`config.mk`:
```
export PLATFORM = sky130hd
export DESIGN_NAME = cop_lockstep_top
export DESIGN_NICKNAME = d
export VERILOG_FILES = /design/src/design/cop_check_pkg.sv /design/src/design/cop_isa_pkg.sv /design/src/design/cop_decode.sv /design/src/design/cop_execute.sv /design/src/design/cop_grm.sv /design/src/design/cop_lockstep_check.sv /design/src/design/cop_lockstep_top.sv /design/src/design/cop_result.sv
export VERILOG_INCLUDE_DIRS = /design/src /design/src/design
export SDC_FILE = /design/constraint.sdc
export NUM_CORES = 1
export LEC_CHECK = 0
export ABC_CLOCK_PERIOD_IN_PS = 5200
export BUFFER_PORTS_ARGS = -buffer_cell sky130_fd_sc_hd__buf_2
export CORE_MARGIN = 2
export CORE_UTILIZATION = 30
export CTS_CLUSTER_DIAMETER = 30
export CTS_CLUSTER_SIZE = 14
export DETAILED_ROUTE_END_ITERATION = 6
export PLACE_DENSITY = 0.46
export SLEW_MARGIN = 10
export SYNTH_ARGS = -nofsm -noshare
export SYNTH_HDL_FRONTEND = slang
export SYNTH_SLANG_ARGS = --single-unit
```
`constraint.sdc`:
```
create_clock -name g_clk -period 5.2 [get_ports g_clk]
set_clock_uncertainty 0.05 [all_clocks]
set_input_delay 0.52 -clock g_clk [delete_from_list [all_inputs] [get_ports g_clk]]
set_output_delay 0.52 -clock g_clk [all_outputs]
set_load 0.005 [all_outputs]
```
`src/design/cop_params.svh`:
```
`ifndef COP_PARAMS_SVH
`define COP_PARAMS_SVH

// ----------------------------------------------------------------------
// Datapath sizing

`define COP_XLEN        32  // GPR data width
`define COP_RADDR_W     5   // GPR index width

// ----------------------------------------------------------------------
// Timing and checking

`define COP_PIPE_DEPTH  3   // Decode, execute, result
`define COP_TXCNT_W     11  // Lockstep transaction counters

`endif

```
`src/design/cop_check_pkg.sv`:
```
package cop_check_pkg;

    // Lockstep mismatch classes, highest priority first after FLT_NONE
    typedef enum logic [2:0] {
        FLT_NONE    = 3'd0,  // Pair agrees
        FLT_VALID   = 3'd1,  // One side valid, other not
        FLT_RESULT  = 3'd2,  // Result codes differ
        FLT_WEN     = 3'd3,  // Write enables differ
        FLT_RD_ADDR = 3'd4,  // Destination differs on a write
        FLT_RD_DATA = 3'd5,  // Write data differs
        FLT_TXCOUNT = 3'd6   // More in flight than the pipe can hold
    } cop_fault_t;

endpackage

```
`src/design/cop_isa_pkg.sv`:
```
`include "cop_params.svh"

package cop_isa_pkg;

    // ------------------------------------------------------------------
    // Instruction encoding

    localparam logic [6:0]  COP_OPCODE    = 7'b0001011;  // custom-0 major opcode
    localparam int unsigned FLD_RD_LSB    = 7;           // rd in [11:7]
    localparam int unsigned FLD_F3_LSB    = 12;          // funct3 in [14:12]
    localparam int unsigned FLD_SHAMT_LSB = 20;          // shamt in [24:20]
    localparam int unsigned FLD_F7_LSB    = 25;          // funct7 in [31:25]
    localparam int unsigned SHAMT_W       = $clog2(`COP_XLEN);

    // rs1 index sits in [19:15] and is never looked at here
    // The host reads the GPR and hands over the value

    typedef enum logic [2:0] {
        OP_ROR   = 3'd0,  // Rotate right by shamt
        OP_REV8  = 3'd1,  // Byte reverse
        OP_BREV8 = 3'd2,  // Bit reverse inside each byte
        OP_SIG0  = 3'd3,
        OP_SIG1  = 3'd4,
        OP_SUM0  = 3'd5,
        OP_SUM1  = 3'd6,
        OP_NONE  = 3'd7   // Illegal, yields zero
    } cop_op_t;

    typedef enum logic [2:0] {
        RES_OK         = 3'd0,
        RES_BAD_OPCODE = 3'd1,
        RES_BAD_FUNCT  = 3'd2  // funct7 nonzero or funct3 of 7
    } cop_result_t;

    typedef logic [`COP_XLEN-1:0] cop_word_t;

    // ------------------------------------------------------------------
    // Bit manipulation and SHA-256 helpers

    function automatic cop_word_t cop_ror(input cop_word_t x, input logic [SHAMT_W-1:0] n);
        return (x >> n) | (x << (`COP_XLEN - n));  // n of 0 shifts the left part out
    endfunction

    function automatic cop_word_t cop_rev8(input cop_word_t x);
        cop_word_t r;
        for (int b = 0; b < `COP_XLEN / 8; b++) begin
            r[8*b +: 8] = x[`COP_XLEN - 8*(b+1) +: 8];
        end
        return r;
    endfunction

    function automatic cop_word_t cop_brev8(input cop_word_t x);
        cop_word_t r;
        for (int b = 0; b < `COP_XLEN / 8; b++) begin
            r[8*b +: 8] = {<<{x[8*b +: 8]}};  // Mirror one byte
        end
        return r;
    endfunction

    function automatic cop_word_t cop_sig0(input cop_word_t x);
        return cop_ror(x, 7) ^ cop_ror(x, 18) ^ (x >> 3);
    endfunction

    function automatic cop_word_t cop_sig1(input cop_word_t x);
        return cop_ror(x, 17) ^ cop_ror(x, 19) ^ (x >> 10);
    endfunction

    function automatic cop_word_t cop_sum0(input cop_word_t x);
        return cop_ror(x, 2) ^ cop_ror(x, 13) ^ cop_ror(x, 22);
    endfunction

    function automatic cop_word_t cop_sum1(input cop_word_t x);
        return cop_ror(x, 6) ^ cop_ror(x, 11) ^ cop_ror(x, 25);
    endfunction

endpackage

```
`src/design/cop_decode.sv`:
```
`timescale 1ns/100ps
`include "cop_params.svh"

module cop_decode (
    input  logic                         g_clk,
    input  logic                         g_resetn,
    input  logic                         in_valid,    // Instruction offered
    input  logic [31:0]                  insn_enc,
    input  logic [`COP_XLEN-1:0]         rs1,         // GPR value from host
    output logic                         dec_valid,
    output cop_isa_pkg::cop_op_t         dec_op,
    output cop_isa_pkg::cop_result_t     dec_result,
    output logic [cop_isa_pkg::SHAMT_W-1:0] dec_shamt,
    output logic [`COP_RADDR_W-1:0]      dec_rd,
    output logic [`COP_XLEN-1:0]         dec_rs1
);

    import cop_isa_pkg::*;

    logic [6:0]  opcode;
    logic [2:0]  funct3;
    logic [6:0]  funct7;
    cop_op_t     op_d;
    cop_result_t res_d;

    assign opcode = insn_enc[6:0];
    assign funct3 = insn_enc[FLD_F3_LSB +: 3];
    assign funct7 = insn_enc[FLD_F7_LSB +: 7];

    // Legality first, then funct3 picks the op
    always_comb begin
        if (opcode != COP_OPCODE) begin
            op_d  = OP_NONE;
            res_d = RES_BAD_OPCODE;
        end else if (funct7 != 7'd0 || funct3 == 3'd7) begin
            op_d  = OP_NONE;
            res_d = RES_BAD_FUNCT;
        end else begin
            op_d  = cop_op_t'(funct3);  // Enum order follows funct3
            res_d = RES_OK;
        end
    end

    always_ff @(posedge g_clk) begin
        if (g_resetn) begin
            dec_valid <= 1'b0;
        end else begin
            dec_valid <= in_valid;
        end
    end

    // Payload only moves when something arrives
    always_ff @(posedge g_clk) begin
        if (in_valid) begin
            dec_op     <= op_d;
            dec_result <= res_d;
            dec_shamt  <= insn_enc[FLD_SHAMT_LSB +: SHAMT_W];
            dec_rd     <= insn_enc[FLD_RD_LSB +: `COP_RADDR_W];
            dec_rs1    <= rs1;
        end
    end

endmodule

```
`src/design/cop_execute.sv`:
```
`timescale 1ns/100ps
`include "cop_params.svh"

module cop_execute (
    input  logic                         g_clk,
    input  logic                         g_resetn,
    input  logic                         dec_valid,
    input  cop_isa_pkg::cop_op_t         dec_op,
    input  cop_isa_pkg::cop_result_t     dec_result,
    input  logic [cop_isa_pkg::SHAMT_W-1:0] dec_shamt,
    input  logic [`COP_RADDR_W-1:0]      dec_rd,
    input  logic [`COP_XLEN-1:0]         dec_rs1,
    output logic                         ex_valid,
    output cop_isa_pkg::cop_result_t     ex_result,
    output logic [`COP_RADDR_W-1:0]      ex_rd,
    output logic [`COP_XLEN-1:0]         ex_data
);

    import cop_isa_pkg::*;

    logic [`COP_XLEN-1:0] ex_d;  // Next value for ex_data

    // ------------------------------------------------------------------
    // Functional units, one per op

    always_comb begin
        case (dec_op)
            OP_ROR:   ex_d = cop_ror(dec_rs1, dec_shamt);
            OP_REV8:  ex_d = cop_rev8(dec_rs1);
            OP_BREV8: ex_d = cop_brev8(dec_rs1);
            OP_SIG0:  ex_d = cop_sig0(dec_rs1);   // SHA-256 message schedule
            OP_SIG1:  ex_d = cop_sig1(dec_rs1);
            OP_SUM0:  ex_d = cop_sum0(dec_rs1);   // SHA-256 compression
            OP_SUM1:  ex_d = cop_sum1(dec_rs1);
            default:  ex_d = '0;                  // OP_NONE
        endcase
    end

    // ------------------------------------------------------------------
    // Stage register

    always_ff @(posedge g_clk) begin
        if (g_resetn) begin
            ex_valid <= 1'b0;
        end else begin
            ex_valid <= dec_valid;
        end
    end

    always_ff @(posedge g_clk) begin
        if (dec_valid) begin
            ex_result <= dec_result;  // Carried through untouched
            ex_rd     <= dec_rd;
            ex_data   <= ex_d;
        end
    end

endmodule

```
`src/design/cop_grm.sv`:
```
`timescale 1ns/100ps
`include "cop_params.svh"

module cop_grm (
    input  logic                      g_clk,
    input  logic                      g_resetn,
    input  logic                      in_valid,
    input  logic [31:0]               insn_enc,
    input  logic [`COP_XLEN-1:0]      rs1,
    output logic                      grm_out_valid,
    output cop_isa_pkg::cop_result_t  grm_result,
    output logic                      grm_rd_wen,
    output logic [`COP_RADDR_W-1:0]   grm_rd_addr,
    output logic [`COP_XLEN-1:0]      grm_rd_data
);

    import cop_isa_pkg::*;

    localparam int unsigned D = `COP_PIPE_DEPTH;

    cop_result_t              res_c;
    logic                     wen_c;
    logic [`COP_XLEN-1:0]     data_c;

    logic                     v_q    [D];   // Delay line, [0] is youngest
    cop_result_t              res_q  [D];
    logic                     wen_q  [D];
    logic [`COP_RADDR_W-1:0]  addr_q [D];
    logic [`COP_XLEN-1:0]     data_q [D];

    // ------------------------------------------------------------------
    // Whole instruction in one pass, rotates as windows of {rs1, rs1}

    always_comb begin : grm_eval
        logic [2*`COP_XLEN-1:0] dbl;
        logic [`COP_XLEN-1:0]   val;
        int unsigned            sh;
        dbl = {rs1, rs1};
        sh  = insn_enc[FLD_SHAMT_LSB +: SHAMT_W];
        val = '0;
        if (insn_enc[6:0] != COP_OPCODE) begin
            res_c = RES_BAD_OPCODE;
        end else if (insn_enc[31:25] != 7'd0 || insn_enc[14:12] == 3'b111) begin
            res_c = RES_BAD_FUNCT;
        end else begin
            res_c = RES_OK;
            case (insn_enc[FLD_F3_LSB +: 3])
                3'd0: val = dbl[sh +: `COP_XLEN];
                3'd1: begin
                    for (int i = 0; i < `COP_XLEN; i++) begin
                        val[i] = rs1[(`COP_XLEN - 8 - (i & ~7)) + (i & 7)];  // Byte swap
                    end
                end
                3'd2: begin
                    for (int i = 0; i < `COP_XLEN; i++) begin
                        val[i] = rs1[(i & ~7) + (7 - (i & 7))];  // Mirror in byte
                    end
                end
                3'd3: val = dbl[7 +: `COP_XLEN] ^ dbl[18 +: `COP_XLEN] ^ (rs1 >> 3);
                3'd4: val = dbl[17 +: `COP_XLEN] ^ dbl[19 +: `COP_XLEN] ^ (rs1 >> 10);
                3'd5: val = dbl[2 +: `COP_XLEN] ^ dbl[13 +: `COP_XLEN] ^ dbl[22 +: `COP_XLEN];
                default: val = dbl[6 +: `COP_XLEN] ^ dbl[11 +: `COP_XLEN] ^ dbl[25 +: `COP_XLEN];
            endcase
        end
        wen_c  = (res_c == RES_OK) && (insn_enc[11:7] != 5'd0);
        data_c = wen_c ? val : '0;
    end

    // ------------------------------------------------------------------
    // Align with the DUT pipeline

    always_ff @(posedge g_clk) begin
        if (g_resetn) begin
            for (int i = 0; i < D; i++) begin
                v_q[i]   <= 1'b0;
                wen_q[i] <= 1'b0;
            end
        end else begin
            v_q[0]   <= in_valid;
            wen_q[0] <= in_valid && wen_c;
            for (int i = 1; i < D; i++) begin
                v_q[i]   <= v_q[i-1];
                wen_q[i] <= wen_q[i-1];
            end
        end
    end

    always_ff @(posedge g_clk) begin
        res_q[0]  <= res_c;
        addr_q[0] <= insn_enc[FLD_RD_LSB +: `COP_RADDR_W];
        data_q[0] <= data_c;
        for (int i = 1; i < D; i++) begin
            res_q[i]  <= res_q[i-1];
            addr_q[i] <= addr_q[i-1];
            data_q[i] <= data_q[i-1];
        end
    end

    assign grm_out_valid = v_q[D-1];
    assign grm_result    = res_q[D-1];
    assign grm_rd_wen    = wen_q[D-1];
    assign grm_rd_addr   = addr_q[D-1];
    assign grm_rd_data   = data_q[D-1];

endmodule

```
`src/design/cop_lockstep_check.sv`:
```
`timescale 1ns/100ps
`include "cop_params.svh"

module cop_lockstep_check (
    input  logic                       g_clk,
    input  logic                       g_resetn,
    input  logic                       dut_in_valid,
    input  logic                       dut_out_valid,
    input  cop_isa_pkg::cop_result_t   dut_result,
    input  logic                       dut_rd_wen,
    input  logic [`COP_RADDR_W-1:0]    dut_rd_addr,
    input  logic [`COP_XLEN-1:0]       dut_rd_data,
    input  logic                       grm_out_valid,
    input  cop_isa_pkg::cop_result_t   grm_result,
    input  logic                       grm_rd_wen,
    input  logic [`COP_RADDR_W-1:0]    grm_rd_addr,
    input  logic [`COP_XLEN-1:0]       grm_rd_data,
    output logic                       fault,       // Sticky until reset
    output cop_check_pkg::cop_fault_t  fault_code   // First fault seen
);

    import cop_isa_pkg::*;
    import cop_check_pkg::*;

    logic [`COP_TXCNT_W-1:0] tx_i_cnt;
    logic [`COP_TXCNT_W-1:0] tx_o_cnt;
    logic [`COP_TXCNT_W-1:0] n_tx_i_cnt;
    logic [`COP_TXCNT_W-1:0] n_tx_o_cnt;
    logic [`COP_TXCNT_W-1:0] outstanding;  // Wraps cleanly with the counters
    cop_fault_t              flt_now;

    // ------------------------------------------------------------------
    // Transaction accounting

    assign n_tx_i_cnt  = tx_i_cnt + dut_in_valid;
    assign n_tx_o_cnt  = tx_o_cnt + dut_out_valid;
    assign outstanding = n_tx_i_cnt - n_tx_o_cnt;

    // ------------------------------------------------------------------
    // Writeback compare, first mismatch wins

    always_comb begin
        flt_now = FLT_NONE;
        if (dut_out_valid || grm_out_valid) begin
            if (dut_out_valid != grm_out_valid) begin
                flt_now = FLT_VALID;
            end else if (dut_result != grm_result) begin
                flt_now = FLT_RESULT;
            end else if (dut_rd_wen != grm_rd_wen) begin
                flt_now = FLT_WEN;
            end else if (grm_rd_wen && dut_rd_addr != grm_rd_addr) begin
                flt_now = FLT_RD_ADDR;
            end else if (grm_rd_wen && dut_rd_data != grm_rd_data) begin
                flt_now = FLT_RD_DATA;
            end
        end
        if (flt_now == FLT_NONE && outstanding > `COP_PIPE_DEPTH) begin
            flt_now = FLT_TXCOUNT;  // Something got lost or duplicated
        end
    end

    always_ff @(posedge g_clk) begin
        if (g_resetn) begin
            tx_i_cnt   <= '0;
            tx_o_cnt   <= '0;
            fault      <= 1'b0;
            fault_code <= FLT_NONE;
        end else begin
            tx_i_cnt <= n_tx_i_cnt;
            tx_o_cnt <= n_tx_o_cnt;
            if (!fault && flt_now != FLT_NONE) begin
                fault      <= 1'b1;
                fault_code <= flt_now;  // Held until reset
            end
        end
    end

endmodule

```
`src/design/cop_lockstep_top.sv`:
```
`timescale 1ns/100ps
`include "cop_params.svh"

module cop_lockstep_top (
    input  logic                       g_clk,
    input  logic                       g_resetn,
    input  logic                       in_valid,
    input  logic [31:0]                insn_enc,
    input  logic [`COP_XLEN-1:0]       rs1,
    output logic                       out_valid,
    output cop_isa_pkg::cop_result_t   result,
    output logic                       rd_wen,
    output logic [`COP_RADDR_W-1:0]    rd_addr,
    output logic [`COP_XLEN-1:0]       rd_data,
    output logic                       clk_req,
    output logic                       fault,
    output cop_check_pkg::cop_fault_t  fault_code
);

    import cop_isa_pkg::*;
    import cop_check_pkg::*;

    // Decode to execute
    logic                     dec_valid;
    cop_op_t                  dec_op;
    cop_result_t              dec_result;
    logic [SHAMT_W-1:0]       dec_shamt;
    logic [`COP_RADDR_W-1:0]  dec_rd;
    logic [`COP_XLEN-1:0]     dec_rs1;

    // Execute to result
    logic                     ex_valid;
    cop_result_t              ex_result;
    logic [`COP_RADDR_W-1:0]  ex_rd;
    logic [`COP_XLEN-1:0]     ex_data;

    // GRM to checker
    logic                     grm_out_valid;
    cop_result_t              grm_result;
    logic                     grm_rd_wen;
    logic [`COP_RADDR_W-1:0]  grm_rd_addr;
    logic [`COP_XLEN-1:0]     grm_rd_data;

    // ------------------------------------------------------------------
    // DUT pipeline

    cop_decode i_cop_decode (
        .g_clk      (g_clk),
        .g_resetn   (g_resetn),
        .in_valid   (in_valid),
        .insn_enc   (insn_enc),
        .rs1        (rs1),
        .dec_valid  (dec_valid),
        .dec_op     (dec_op),
        .dec_result (dec_result),
        .dec_shamt  (dec_shamt),
        .dec_rd     (dec_rd),
        .dec_rs1    (dec_rs1)
    );

    cop_execute i_cop_execute (
        .g_clk      (g_clk),
        .g_resetn   (g_resetn),
        .dec_valid  (dec_valid),
        .dec_op     (dec_op),
        .dec_result (dec_result),
        .dec_shamt  (dec_shamt),
        .dec_rd     (dec_rd),
        .dec_rs1    (dec_rs1),
        .ex_valid   (ex_valid),
        .ex_result  (ex_result),
        .ex_rd      (ex_rd),
        .ex_data    (ex_data)
    );

    cop_result i_cop_result (
        .g_clk      (g_clk),
        .g_resetn   (g_resetn),
        .in_valid   (in_valid),
        .dec_valid  (dec_valid),
        .ex_valid   (ex_valid),
        .ex_result  (ex_result),
        .ex_rd      (ex_rd),
        .ex_data    (ex_data),
        .out_valid  (out_valid),
        .result     (result),
        .rd_wen     (rd_wen),
        .rd_addr    (rd_addr),
        .rd_data    (rd_data),
        .clk_req    (clk_req)
    );

    // ------------------------------------------------------------------
    // Reference and compare

    cop_grm i_cop_grm (
        .g_clk         (g_clk),
        .g_resetn      (g_resetn),
        .in_valid      (in_valid),      // Same stream as the DUT
        .insn_enc      (insn_enc),
        .rs1           (rs1),
        .grm_out_valid (grm_out_valid),
        .grm_result    (grm_result),
        .grm_rd_wen    (grm_rd_wen),
        .grm_rd_addr   (grm_rd_addr),
        .grm_rd_data   (grm_rd_data)
    );

    cop_lockstep_check i_cop_lockstep_check (
        .g_clk         (g_clk),
        .g_resetn      (g_resetn),
        .dut_in_valid  (in_valid),
        .dut_out_valid (out_valid),
        .dut_result    (result),
        .dut_rd_wen    (rd_wen),
        .dut_rd_addr   (rd_addr),
        .dut_rd_data   (rd_data),
        .grm_out_valid (grm_out_valid),
        .grm_result    (grm_result),
        .grm_rd_wen    (grm_rd_wen),
        .grm_rd_addr   (grm_rd_addr),
        .grm_rd_data   (grm_rd_data),
        .fault         (fault),
        .fault_code    (fault_code)
    );

endmodule

```
`src/design/cop_result.sv`:
```
`timescale 1ns/100ps
`include "cop_params.svh"

module cop_result (
    input  logic                      g_clk,
    input  logic                      g_resetn,
    input  logic                      in_valid,   // Only for clk_req
    input  logic                      dec_valid,  // Only for clk_req
    input  logic                      ex_valid,
    input  cop_isa_pkg::cop_result_t  ex_result,
    input  logic [`COP_RADDR_W-1:0]   ex_rd,
    input  logic [`COP_XLEN-1:0]      ex_data,
    output logic                      out_valid,
    output cop_isa_pkg::cop_result_t  result,
    output logic                      rd_wen,
    output logic [`COP_RADDR_W-1:0]   rd_addr,
    output logic [`COP_XLEN-1:0]      rd_data,
    output logic                      clk_req
);

    import cop_isa_pkg::*;

    logic wen_d;

    // No write on an illegal insn or to x0
    assign wen_d = ex_valid && (ex_result == RES_OK) && (ex_rd != '0);

    always_ff @(posedge g_clk) begin
        if (g_resetn) begin
            out_valid <= 1'b0;
            rd_wen    <= 1'b0;
        end else begin
            out_valid <= ex_valid;
            rd_wen    <= wen_d;
        end
    end

    always_ff @(posedge g_clk) begin
        result  <= ex_result;
        rd_addr <= ex_rd;                      // Always carries rd
        rd_data <= wen_d ? ex_data : '0;       // Zero whenever no write
    end

    // Any stage busy keeps the clock running
    assign clk_req = in_valid | dec_valid | ex_valid | out_valid;

endmodule

```
---- Word-level counts from Yosys, hierarchy flattened ----
Memories as Yosys holds them, arrays and structs flattened.
Cells that the tools add are included.
Widths: inputs -> output; s select.
word-level totals
  logic and storage cells ................. 130
  register bits ........................... 158
  memories ................................ 5
  RAM bits ................................ 126
  bits of input ports ..................... 67
memory list
  name              words  bits a word  rd ports  clocked after Yosys merged registers in  wr ports  RTL line       text
  i_cop_grm.data_q  3      32           3         0                                        3         cop_grm.sv:29  logic [`COP_XLEN-1:0] data_q [D];
  i_cop_grm.addr_q  3      5            3         0                                        3         cop_grm.sv:28  logic [`COP_RADDR_W-1:0] addr_q [D];
  i_cop_grm.res_q   3      3            3         0                                        3         cop_grm.sv:26  cop_result_t res_q [D];
  i_cop_grm.v_q     3      1            3         0                                        3         cop_grm.sv:25  logic v_q [D];
  i_cop_grm.wen_q   3      1            3         0                                        3         cop_grm.sv:27  logic wen_q [D];
operators by class
  magnitude comparators ................... 1
  bitwise logic cells ..................... 36
  shifts and indexed selects .............. 3
  equal/unequal tests ..................... 18
  add/sub/neg operators ................... 4
  reductions and logical operators ........ 21
  mux-type cells .......................... 23
operator list
  cell                count
  $xor 32x32->32      12
  $pmux 32 s7         1
  $pmux 32 s6         1
  $mux 32             3
  $shiftx 64x6->32    1
  $xor 32x22->32      2
  $xor 32x29->32      2
  $ne 32x32->1        1
  $or 10x32->32       1
  $or 13x32->32       1
  $or 14x32->32       1
  $or 15x32->32       1
  $or 19x32->32       1
  $or 21x32->32       1
  $or 25x32->32       1
  $or 26x32->32       1
  $or 30x32->32       1
  $or 32x32->32       1
  $or 7x32->32        1
  $shl 32x32->32      1
  $shr 32x5->32       1
  $add 11x1->11       2
  $mux 3              7
  $eq 3x3->1 const B  6
  other kinds (20)    55

---- Logic depth before layout (Yosys ltp) ----
Gate-level depths: netlist of the first run.
An unclocked memory read counts as a cell.
  depth after elaboration ................. 14
  gate-level depth with buffers ........... 17

---- By module ----
Synthesis of the first run repeated with hierarchy kept, for this count alone.
unflattened totals
  cell total of the unflattened synthesis .. 2315
  area total of the unflattened synthesis .. 21979.8 µm²
modules (own cells, without submodules)
  module              cells each  area an instance (µm²)  times used  seq. area each (µm²)
  cop_grm             883         8475.6                  1           2462.4
  cop_execute         983         8316.7                  1           1221.2
  cop_lockstep_check  263         2190.9                  1           520.5
  cop_decode          62          1522.7                  1           1431.4
  cop_result          124         1473.9                  1           840.8

---- Worst setup path before layout of the first run ----
OpenSTA, ideal clock, no wires.
  kind .................................... register to register
  start point ............................. register i_cop_decode.dec_shamt[1] (netlist name)
  end point ............................... register i_cop_execute.ex_data[31] (data pin)
  stages on the path, launching flop included .. 18
  path buffers ............................ 6
  slack ................................... 1.444 ns
  arrival time ............................ 3.445 ns
  clock period less this slack ............ 3.756 ns
  cells stage by stage .................... edfxtp_1 > clkbuf_1 > buf_1 > clkbuf_1 > inv_1 > ha_1 > clkbuf_1 > buf_1 > buf_1 > nand2_1 > o21ai_0 > nor2_1 > a21oi_1 > nand2_1 > o21ai_0 > o22ai_1 > o21ai_0 > nand2_1
on the way
  word-level cells in the longest chain between the ends .. 4
RTL lines
  item                        RTL line           text
  start, declared             cop_decode.sv:13   output logic [cop_isa_pkg::SHAMT_W-1:0] dec_shamt,
  start signal, assigned      cop_decode.sv:57   dec_shamt <= insn_enc[FLD_SHAMT_LSB +: SHAMT_W];
  $sub 6x5->7 (no line)       --
  $shl 32x32->32              cop_isa_pkg.sv:41  return (x >> n) | (x << (`COP_XLEN - n));
  $or 32x32->32 *             cop_isa_pkg.sv:41
  $pmux 32 s7 *               cop_execute.sv:27  case (dec_op)
  via i_cop_execute.ex_d[31]  cop_execute.sv:21  logic [`COP_XLEN-1:0] ex_d;
  end signal, assigned        cop_execute.sv:54  ex_data <= ex_d;
  end, declared               cop_execute.sv:16  output logic [`COP_XLEN-1:0] ex_data
Mark *: on every way through the listed nets, which the timed path passes. The rest lies on a longest branch.
A chain may end at the register's enable or synchronous reset.

---- Worst setup path in the final report of the first run ----
  start point ............................. register i_cop_decode.dec_shamt[0] (netlist name)
  end point ............................... register i_cop_execute.ex_data[24] (data pin)
Same word-level chain as after synthesis.

==> results of run 1 <==
-- placed cells by master (no fill, tap or decap), types with 11 or more instances in the layout --
cell type / n
dfxtp_1: 188
nor3_1: 15
and2_1: 46
nand3_1: 14
edfxtp_1: 86
nand4_1: 11
xor2_1: 139
inv_1: 21
nor2_1: 127
a22oi_1: 60
mux4_2: 55
buf_2: 107
xnor2_1: 340
mux2_2: 57
buf_4: 61
a21oi_1: 99
nand2_1: 161
clkbuf_16: 63
o21ai_0: 95
inv_6: 11
mux2i_1: 102
a31oi_1: 28
nor2b_1: 28
o221ai_1: 23
a221oi_1: 45
o211ai_1: 12
o22ai_1: 35
a211oi_1: 76
-- logic make-up (layout without fill, tap and decap cells) --
| logic type | after synthesis | in the layout |
|---|---|---|
| adders and majority gates | 11 | 11 |
| buffers and inverters | 268 | 308 |
| DFF | 275 | 275 |
| AOI/OAI and AO/OA | 529 | 529 |
| and+or+nand+nor | 449 | 449 |
| other | 1 | 1 |
| muxes | 215 | 215 |
| xor gates and xnor gates | 486 | 486 |
-- power breakdown --
part,switching (mW),internal (mW),leakage (nW)
combinational,1.34,0.863,5.25
clock,1.32,2.55,1.04
sequential,0.0862,2.32,2.35
-- how the worst min path moves through the flow --
stage,startpoint,to,slack [ns]
6_report,insn_enc[2],i_cop_grm.res_q[0][0]$_DFF_P_,0.21
5_1_grt,insn_enc[27],i_cop_grm.res_q[0][1]$_DFF_P_,0.22
4_1_cts,insn_enc[2],i_cop_grm.res_q[0][0]$_DFF_P_,0.18
3_5_place_dp,i_cop_grm.data_q[0][63]$_DFF_P_,i_cop_grm.data_q[0][95]$_DFF_P_,0.26
3_3_place_gp,i_cop_grm.res_q[0][3]$_DFF_P_,i_cop_grm.res_q[0][6]$_DFF_P_,0.26
2_1_floorplan,i_cop_grm.addr_q[0][5]$_DFF_P_,i_cop_grm.addr_q[0][10]$_DFF_P_,0.26
-- worst reg2reg max path, stage by stage, from the launching register on --
cell and delay [ns]:
edfxtp_1 0.35, clkinv_1 0.48, ha_1 0.54, xor2_2 0.46, buf_4 0.29, mux2i_1 0.25, a21oi_1 0.13, a2111oi_0 0.73
buf_4 0.22, nor3_1 0.04, a21oi_1 0.20, o221ai_1 0.17
-- layout make-up --
type	instances	area, sq um
Fill cell	6857	43500
Multi-Input combinational cell	1691	13100
Sequential cell	275	6370
Clock buffer	73	1690
Tap cell	873	1090
Timing Repair Buffer	173	1040
Clock inverter	39	442
Inverter	23	86.3
-- what timing repair did --
action	4_1_cts	5_1_grt
endpoints found under the hold margin	5	0
setup endpoints to repair	0	0
hold buffers	5	0
-- flip-flops by register name (all words and copies together) (netlist names) --
register and count:
i_cop_decode.dec_op 3, i_cop_decode.dec_rd 5, i_cop_decode.dec_result 2, i_cop_decode.dec_rs1 32, i_cop_decode.dec_shamt 5, i_cop_execute.ex_data 32, i_cop_execute.ex_rd 5, i_cop_execute.ex_result 2
i_cop_grm.addr_q 15, i_cop_grm.data_q 96, i_cop_grm.res_q 6, i_cop_grm.v_q 2, i_cop_grm.wen_q 3, i_cop_lockstep_check.fault 1, i_cop_lockstep_check.fault_code 3, i_cop_lockstep_check.tx_i_cnt 11
i_cop_lockstep_check.tx_o_cnt 11, i_cop_result.out_valid 1, i_cop_result.rd_addr 5, i_cop_result.rd_data 32, i_cop_result.rd_wen 1, i_cop_result.result 2
-- per-stage QoR --
stage               power, mW  std cells
global route             8.84       3147
detailed placement       4.59       3030
finish                   8.48       3147
global placement         4.58       3030
CTS                      8.53       3147
floorplan                3.95       2234
-- per-layer routing --
layer  up-vias  routed length (um)  GRT usage
li1       8000                   -          -
met1      8821               35900      0.314
met2       919               36600      0.357
met3       204                7120     0.0500
met4         2                2900     0.0863
met5         -                  13          0
==> summary.md, run 1 <==
| Metric | Value |
|---|---|
| Status | `finished clean` |
| Worst path slowest cell | `a2111oi_0` |
| Count leader, synth | `xnor2_1` |
| Residual DRC | `0` |
| Arr. time, crit path | `4.46 ns` |
| Multiplexer share of the synthesized area | `0.142` |
| Die footprint | `70300 sq um` |
| Largest family of logic cells by synthesized area | `XOR/XNOR gates` |
| Min Hold Slack | `0.208 ns` |
| # clock sinks | `275` |
| Post-synthesis async set-or-reset flop share | `0` |
| MaxCap Viol Count | `0` |
| Setup WS post-layout | `1.01 ns` |
| YS warnings | `0` |
| Post-synth EDFFs | `86` |
| I/O pins | `114` |
| Hold WC Path Type | `primary input to flop` |
| Synth top cells by count | `341 x xnor2_1, 189 x dfxtp_1, 161 x nand2_1, 157 x clkbuf_1, 140 x xor2_1` |
| Routed WL | `82600 um` |
| Die H | `265 um` |
| Fin. Hold Viols | `0` |
| Tmin final | `4.19 ns` |
| Final worst path period share | `0.806` |
| Total track usage | `0.231` |
| Slew headroom | `0.0976` |
| Worst setup path endpoint | `i_cop_execute.ex_data[24]$_DFFE_PP_` |
| R2R Path Start | `i_cop_decode.dec_shamt[0]$_DFFE_PP_` |
| Syn Std Cell Area | `20400 sq um` |
| CTS resizes | `0` |
| Top-area cell type share of the netlist area | `0.185` |
| DR iter-0 viols | `1598` |
| Worst Max-Slew Pin Slew | `1.35 ns` |
| Critical path origin | `i_cop_decode.dec_shamt[0]$_DFFE_PP_` |
| FP Rows | `95` |
| Synth Area in XOR/XNOR | `0.211` |
| H-tree depth | `2` |
| DR vias | `17900` |
| R2R depth | `11` |
| Crit Reg-Reg Endpoint | `i_cop_execute.ex_data[24]$_DFFE_PP_` |
| GP Congestion | `0.952` |
| Worst-path maximum fanout | `18` |
| Routed vias/inst | `5.70` |
| Adder and majority cell fraction of the synthesized area | `0.00698` |
| Fin. max-slew vios | `0` |
| Yosys cell types | `84` |
| Syn nets | `2310` |
| CTS Buffer Depth | `3` |
| Lkg Pwr | `8.64 nW` |
| Core Util, Final | `0.354` |
| RSZ-0062 raised after global routing | `false` |
| CTS tree | `yes` |
| Largest net degree at the start of global routing | `71` |
| Worst-Skew Late Latency | `0.62 ns` |
| Area grow syn2layout | `16.5%` |
| Layout cells sized above 1 | `0.183` |
| CP startpoint kind | `flop` |
| Compound-Gate Fraction of Synth Area | `0.176` |
| Synthesized instance count | `2234` |
| Cell count along the critical path | `11` |
| Crit-path max cell delay | `0.73 ns` |
| Total iterations of the first detailed-routing run | `6` |
| Clock buffer count from CTS | `59` |
| First-pass GRT wire length | `121000 um` |
| Crit path capture type | `flop` |
| Syn avg cell area | `9.15 sq um` |
| Number of global-route vias before repair | `17700` |
| CP bufs+invs | `3` |
| Dpl cell area | `21600 sq um` |
| Initial core utilization | `0.304` |
| Root buf cell | `clkbuf_16` |
| # port buffers | `107` |
| Dpl hpwl | `54700 um` |
| Crit path max-delay family | `compound AO/OA/AOI/OAI gates` |
| Congestion Overflow GR | `0` |
| Critical path data required time | `5.48 ns` |
| Sequential fraction of the synthesis area | `0.311` |
| Initial antenna violation count | `3` |
| Post-synthesis register bit count | `275` |
| Flop-to-flop setup slack | `1.01 ns` |
| F_max | `239 MHz` |
| Area contributors post-synth | `dfxtp_1 19%, xnor2_1 15%, edfxtp_1 13%, mux4_2 6.1%, xor2_1 6.0%` |
| Die width | `265 um` |
| Worst-path clk slew | `0.05 ns` |
| Setup TNS | `0 ns` |
| CP Cell Sequence | `clkinv_1, ha_1, xor2_2, buf_4, mux2i_1, a21oi_1, a2111oi_0, buf_4, nor3_1, a21oi_1, o221ai_1` |
| Final setup viols | `0` |
| Final nets | `2299` |
| Cell type with the largest total area after synthesis | `dfxtp_1` |
| WS Path Type | `flop to flop` |
| ANT nets after route | `0` |
| Pwr dens | `356 nW/um^2` |
| Design Area, Final | `23800 sq um` |
| Core ar. | `67300 sq um` |
| Antenna cell count | `0` |
| Hold path cells | `2` |
| Top_reg_cell synth | `dfxtp_1` |
| Routed WL per cell | `26.2 um` |
| Post-Synth Simple-Gate Area | `0.103` |
| Post CTS Setup Buffer Count | `0` |
| DP Worst Slack | `1.02 ns` |
| Max VDD drop | `235 uV` |
Note: power is estimated with default switching activity, not from simulation.
==> run 2, diff against run 1 <==
--- a/config.mk
+++ b/config.mk
@@ -6,7 +6,8 @@
 export SDC_FILE = /design/constraint.sdc
 export NUM_CORES = 1
 export LEC_CHECK = 0
-export ABC_CLOCK_PERIOD_IN_PS = 5200
+export ABC_AREA = 1
+export ABC_CLOCK_PERIOD_IN_PS = 4300
 export BUFFER_PORTS_ARGS = -buffer_cell sky130_fd_sc_hd__buf_2
 export CORE_MARGIN = 2
 export CORE_UTILIZATION = 30
==> constraint.sdc (replaced) <==
create_clock -name g_clk -period 4.3 [get_ports g_clk]
set_clock_uncertainty 0.05 [all_clocks]
set_input_delay 0.43 -clock g_clk [delete_from_list [all_inputs] [get_ports g_clk]]
set_output_delay 0.43 -clock g_clk [all_outputs]
set_load 0.005 [all_outputs]
==> run 2 against run 1 <==
Against the previous run: the flow now finishes with violations (DRC); setup slack worse by 0.16 ns; hold slack got worse by 0.15 ns; global-route usage up 3.3 points; core utilization up 0.82 points; via count up 26%; first-iteration DRC count increased by 61%; final cell count rose by 34%; sequential power rose by 22%; sequential share of layout area down 1.2 points; register-to-register slack worse by 0.16 ns; critical path type unchanged; highest routed layer unchanged.
==> summary.md, run 2 <==
| Metric | Value |
|---|---|
| CP startpoint kind | `flop` |
| Largest family of logic cells by synthesized area | `simple AND/OR/NAND/NOR gates` |
| Crit Reg-Reg Endpoint | `i_cop_execute.ex_data[26]$_DFFE_PP_` |
| Compound-Gate Fraction of Synth Area | `0.198` |
| Max reg flops | `96` |
| R2R Path Start | `i_cop_decode.dec_shamt[2]$_DFFE_PP_` |
| Post CTS Setup Buffer Count | `0` |
| CTS tree | `yes` |
| # clock sinks | `275` |
| Fin. max-slew vios | `0` |
| Critical path data required time | `4.59 ns` |
| H-tree depth | `2` |
| Worst-Skew Late Latency | `0.60 ns` |
| Status | `complete, but fails checks` |
| Residual DRC | `1` |
| Lkg Pwr | `10.8 nW` |
| ANT nets after route | `0` |
| Hold_sp | `rs1[1]` |
| Crit-path max cell delay | `0.67 ns` |
| Initial antenna violation count | `7` |
| Fin. Hold Viols | `0` |
| Arr. time, crit path | `3.74 ns` |
| CTS Buffer Depth | `3` |
| MaxCap Viol Count | `0` |
| DR iter-0 viols | `2571` |
| Worst Max-Slew Pin Slew | `1.09 ns` |
| Flop-to-flop setup slack | `0.85 ns` |
| Die footprint | `71700 sq um` |
| Largest net degree at the start of global routing | `66` |
| Worst path slowest cell | `edfxtp_1` |
| Tot Pwr | `9.98 mW` |
| Synth Area in XOR/XNOR | `0.0995` |
| Non-filler cells, final | `4228` |
| Slew headroom | `0.256` |
| GP Congestion | `0.994` |
| Area grow syn2layout | `19.3%` |
| Setup TNS | `0 ns` |
| Synth top cells by count | `716 x nand2_1, 336 x nor2_1, 322 x o21ai_0, 285 x inv_1, 189 x dfxtp_1` |
| Routed vias/inst | `5.35` |
| Routed WL | `96000 um` |
| FP Rows | `96` |
| Post-CTS Hold Fix Bufs | `5` |
| Worst-path maximum fanout | `14` |
| WS Path Type | `flop to flop` |
| Die H | `268 um` |
| Congestion Overflow GR | `0` |
| Syn Std Cell Area | `20900 sq um` |
| Hold EP | `i_cop_decode.dec_rs1[1]$_DFFE_PP_` |
| Root buf cell | `clkbuf_16` |
| Final worst path period share | `0.802` |
| Largest Register | `i_cop_grm.data_q` |
| Most common cell after layout, fill and taps aside | `nand2_1` |
| Total iterations of the first detailed-routing run | `7` |
| Final setup viols | `0` |
| Post-synthesis register bit count | `275` |
| Core ar. | `68700 sq um` |
| Post-Synth Simple-Gate Area | `0.289` |
| Max VDD drop | `409 uV` |
| Initial core utilization | `0.304` |
| Die width | `268 um` |
| CP Cell Sequence | `nor3_1, inv_1, nor2_1, inv_1, nand2_1, inv_1, buf_4, nand2_1, a21oi_1, o21ai_0, buf_4, o2111ai_1, buf_4` |
| Cell type with the largest total area after synthesis | `dfxtp_1` |
| Failing checks | `DRC` |
| Top_reg_cell synth | `dfxtp_1` |
| CTS resizes | `0` |
| Final nets | `3321` |
| Post-synth EDFFs | `86` |
| Hold WC Path Type | `primary input to flop` |
| Placed cells | `4111` |
| Highest-count cells in the layout ignoring fill and taps | `716 x nand2_1, 333 x nor2_1, 322 x o21ai_0` |
| Layout cells sized above 1 | `0.157` |
| Tmin final | `3.45 ns` |
| Worst-path clk slew | `0.06 ns` |
| # port buffers | `107` |
| Syn avg cell area | `6.62 sq um` |
| Post-synthesis async set-or-reset flop share | `0` |
| Area contributors post-synth | `dfxtp_1 18%, nand2_1 13%, edfxtp_1 12%, o21ai_0 7.7%, xnor2_1 6.8%` |
| I/O pins | `114` |
| Dpl hpwl | `71200 um` |
| Number of fill cells in the layout | `7461` |
| Multiplexer share of the synthesized area | `0.00768` |
| Yosys cell types | `59` |
| YS warnings | `0` |
| Crit path capture type | `flop` |
| F_max | `290 MHz` |
| Total track usage | `0.263` |
| Top-area cell type share of the netlist area | `0.181` |
| DR vias | `22600` |
| Adder and majority cell fraction of the synthesized area | `0.00576` |
| Routed WL per cell | `22.7 um` |
| Syn nets | `3227` |
| RSZ-0062 raised after global routing | `false` |
| Sequential fraction of the synthesis area | `0.305` |
| Count leader, synth | `nand2_1` |
| Hold path cells | `1` |
| Pwr dens | `401 nW/um^2` |
| R2R depth | `13` |
| First-pass GRT wire length | `139000 um` |
| Synthesized instance count | `3151` |
| Number of global-route vias before repair | `20700` |
| Clock buffer count from CTS | `58` |
-- run 2: changes by cell type after synthesis, sizes merged, moves of 86 or more --
cell,previous run,this run
inv,21,291
mux2i,102,16
nand2,161,754
nand3,14,146
nor2,129,350
o21ai,97,325
or2,2,104
xnor2,344,161
-- run 2: routing by layer --
metal  vias to the layer above  part of all wire  track usage
met3                       263             0.082       0.0439
met5                         -           0.00027            0
met4                         4             0.061        0.141
met2                      1192              0.44        0.419
met1                     10500              0.41        0.341
li1                      10600                 -            -
-- run 2: how the worst max path moves through the flow --
stage                                                   start                                   to  depth (start not counted)
final                     i_cop_decode.dec_shamt[2]$_DFFE_PP_  i_cop_execute.ex_data[26]$_DFFE_PP_                         13
after global routing      i_cop_decode.dec_shamt[0]$_DFFE_PP_  i_cop_execute.ex_data[26]$_DFFE_PP_                         14
after CTS                 i_cop_decode.dec_shamt[0]$_DFFE_PP_  i_cop_execute.ex_data[26]$_DFFE_PP_                         14
after detailed placement                         insn_enc[20]   i_cop_grm.data_q[0][20]$_SDFF_PP0_                         14
after global placement                           insn_enc[20]   i_cop_grm.data_q[0][20]$_SDFF_PP0_                         14
after floorplan           i_cop_decode.dec_shamt[1]$_DFFE_PP_  i_cop_execute.ex_data[28]$_DFFE_PP_                         16
-- run 2: worst max-delay path: cells and delay by family (launching register included) --
kind	cells	cell delay, ns
AOI/OAI and AO/OA	3	0.57
and+or+nand+nor	4	0.78
buffers and inverters	6	1.13
DFF	1	0.67
-- run 2: cell type report --
cell class | count | area (sq um) | share of cell area
antenna | 2 | 5.00 | 0.000201
clock buffer | 67 | 1590 | 0.0639
clock inverter | 43 | 480 | 0.0193
inverter | 305 | 1140 | 0.0460
multi-input combinational | 2366 | 12600 | 0.506
sequential | 275 | 6370 | 0.256
tap | 931 | 1160 | 0.0468
timing repair buffer | 239 | 1540 | 0.0618
-- run 2: where the power goes --
group          internal, mW  switching (mW)
clock network          2.96            1.59
logic                 0.797            1.72
registers              2.80           0.115
-- run 2: cells by family (layout without fill, tap and decap cells) --
family / count (synthesis) / in the layout
simple gates: 1413 / 1413
compound gates: 690 / 690
buf+inv: 510 / 654
flops: 275 / 275
xor+xnor: 237 / 237
mux: 16 / 16
fa+ha+maj: 9 / 9
other cells: 1 / 3
-- run 2: stage by stage --
stage	hold WS [ns]	cell area (sq um)	utilization	setup slack, ns
global placement	0.261	22800	0.331	0.768
CTS	0.0374	24900	0.362	0.853
floorplan	0.260	20900	-	1.18
detailed placement	0.262	22800	0.331	0.726
finish	0.0572	24900	0.362	0.853
global route	0.0437	24900	0.362	0.672
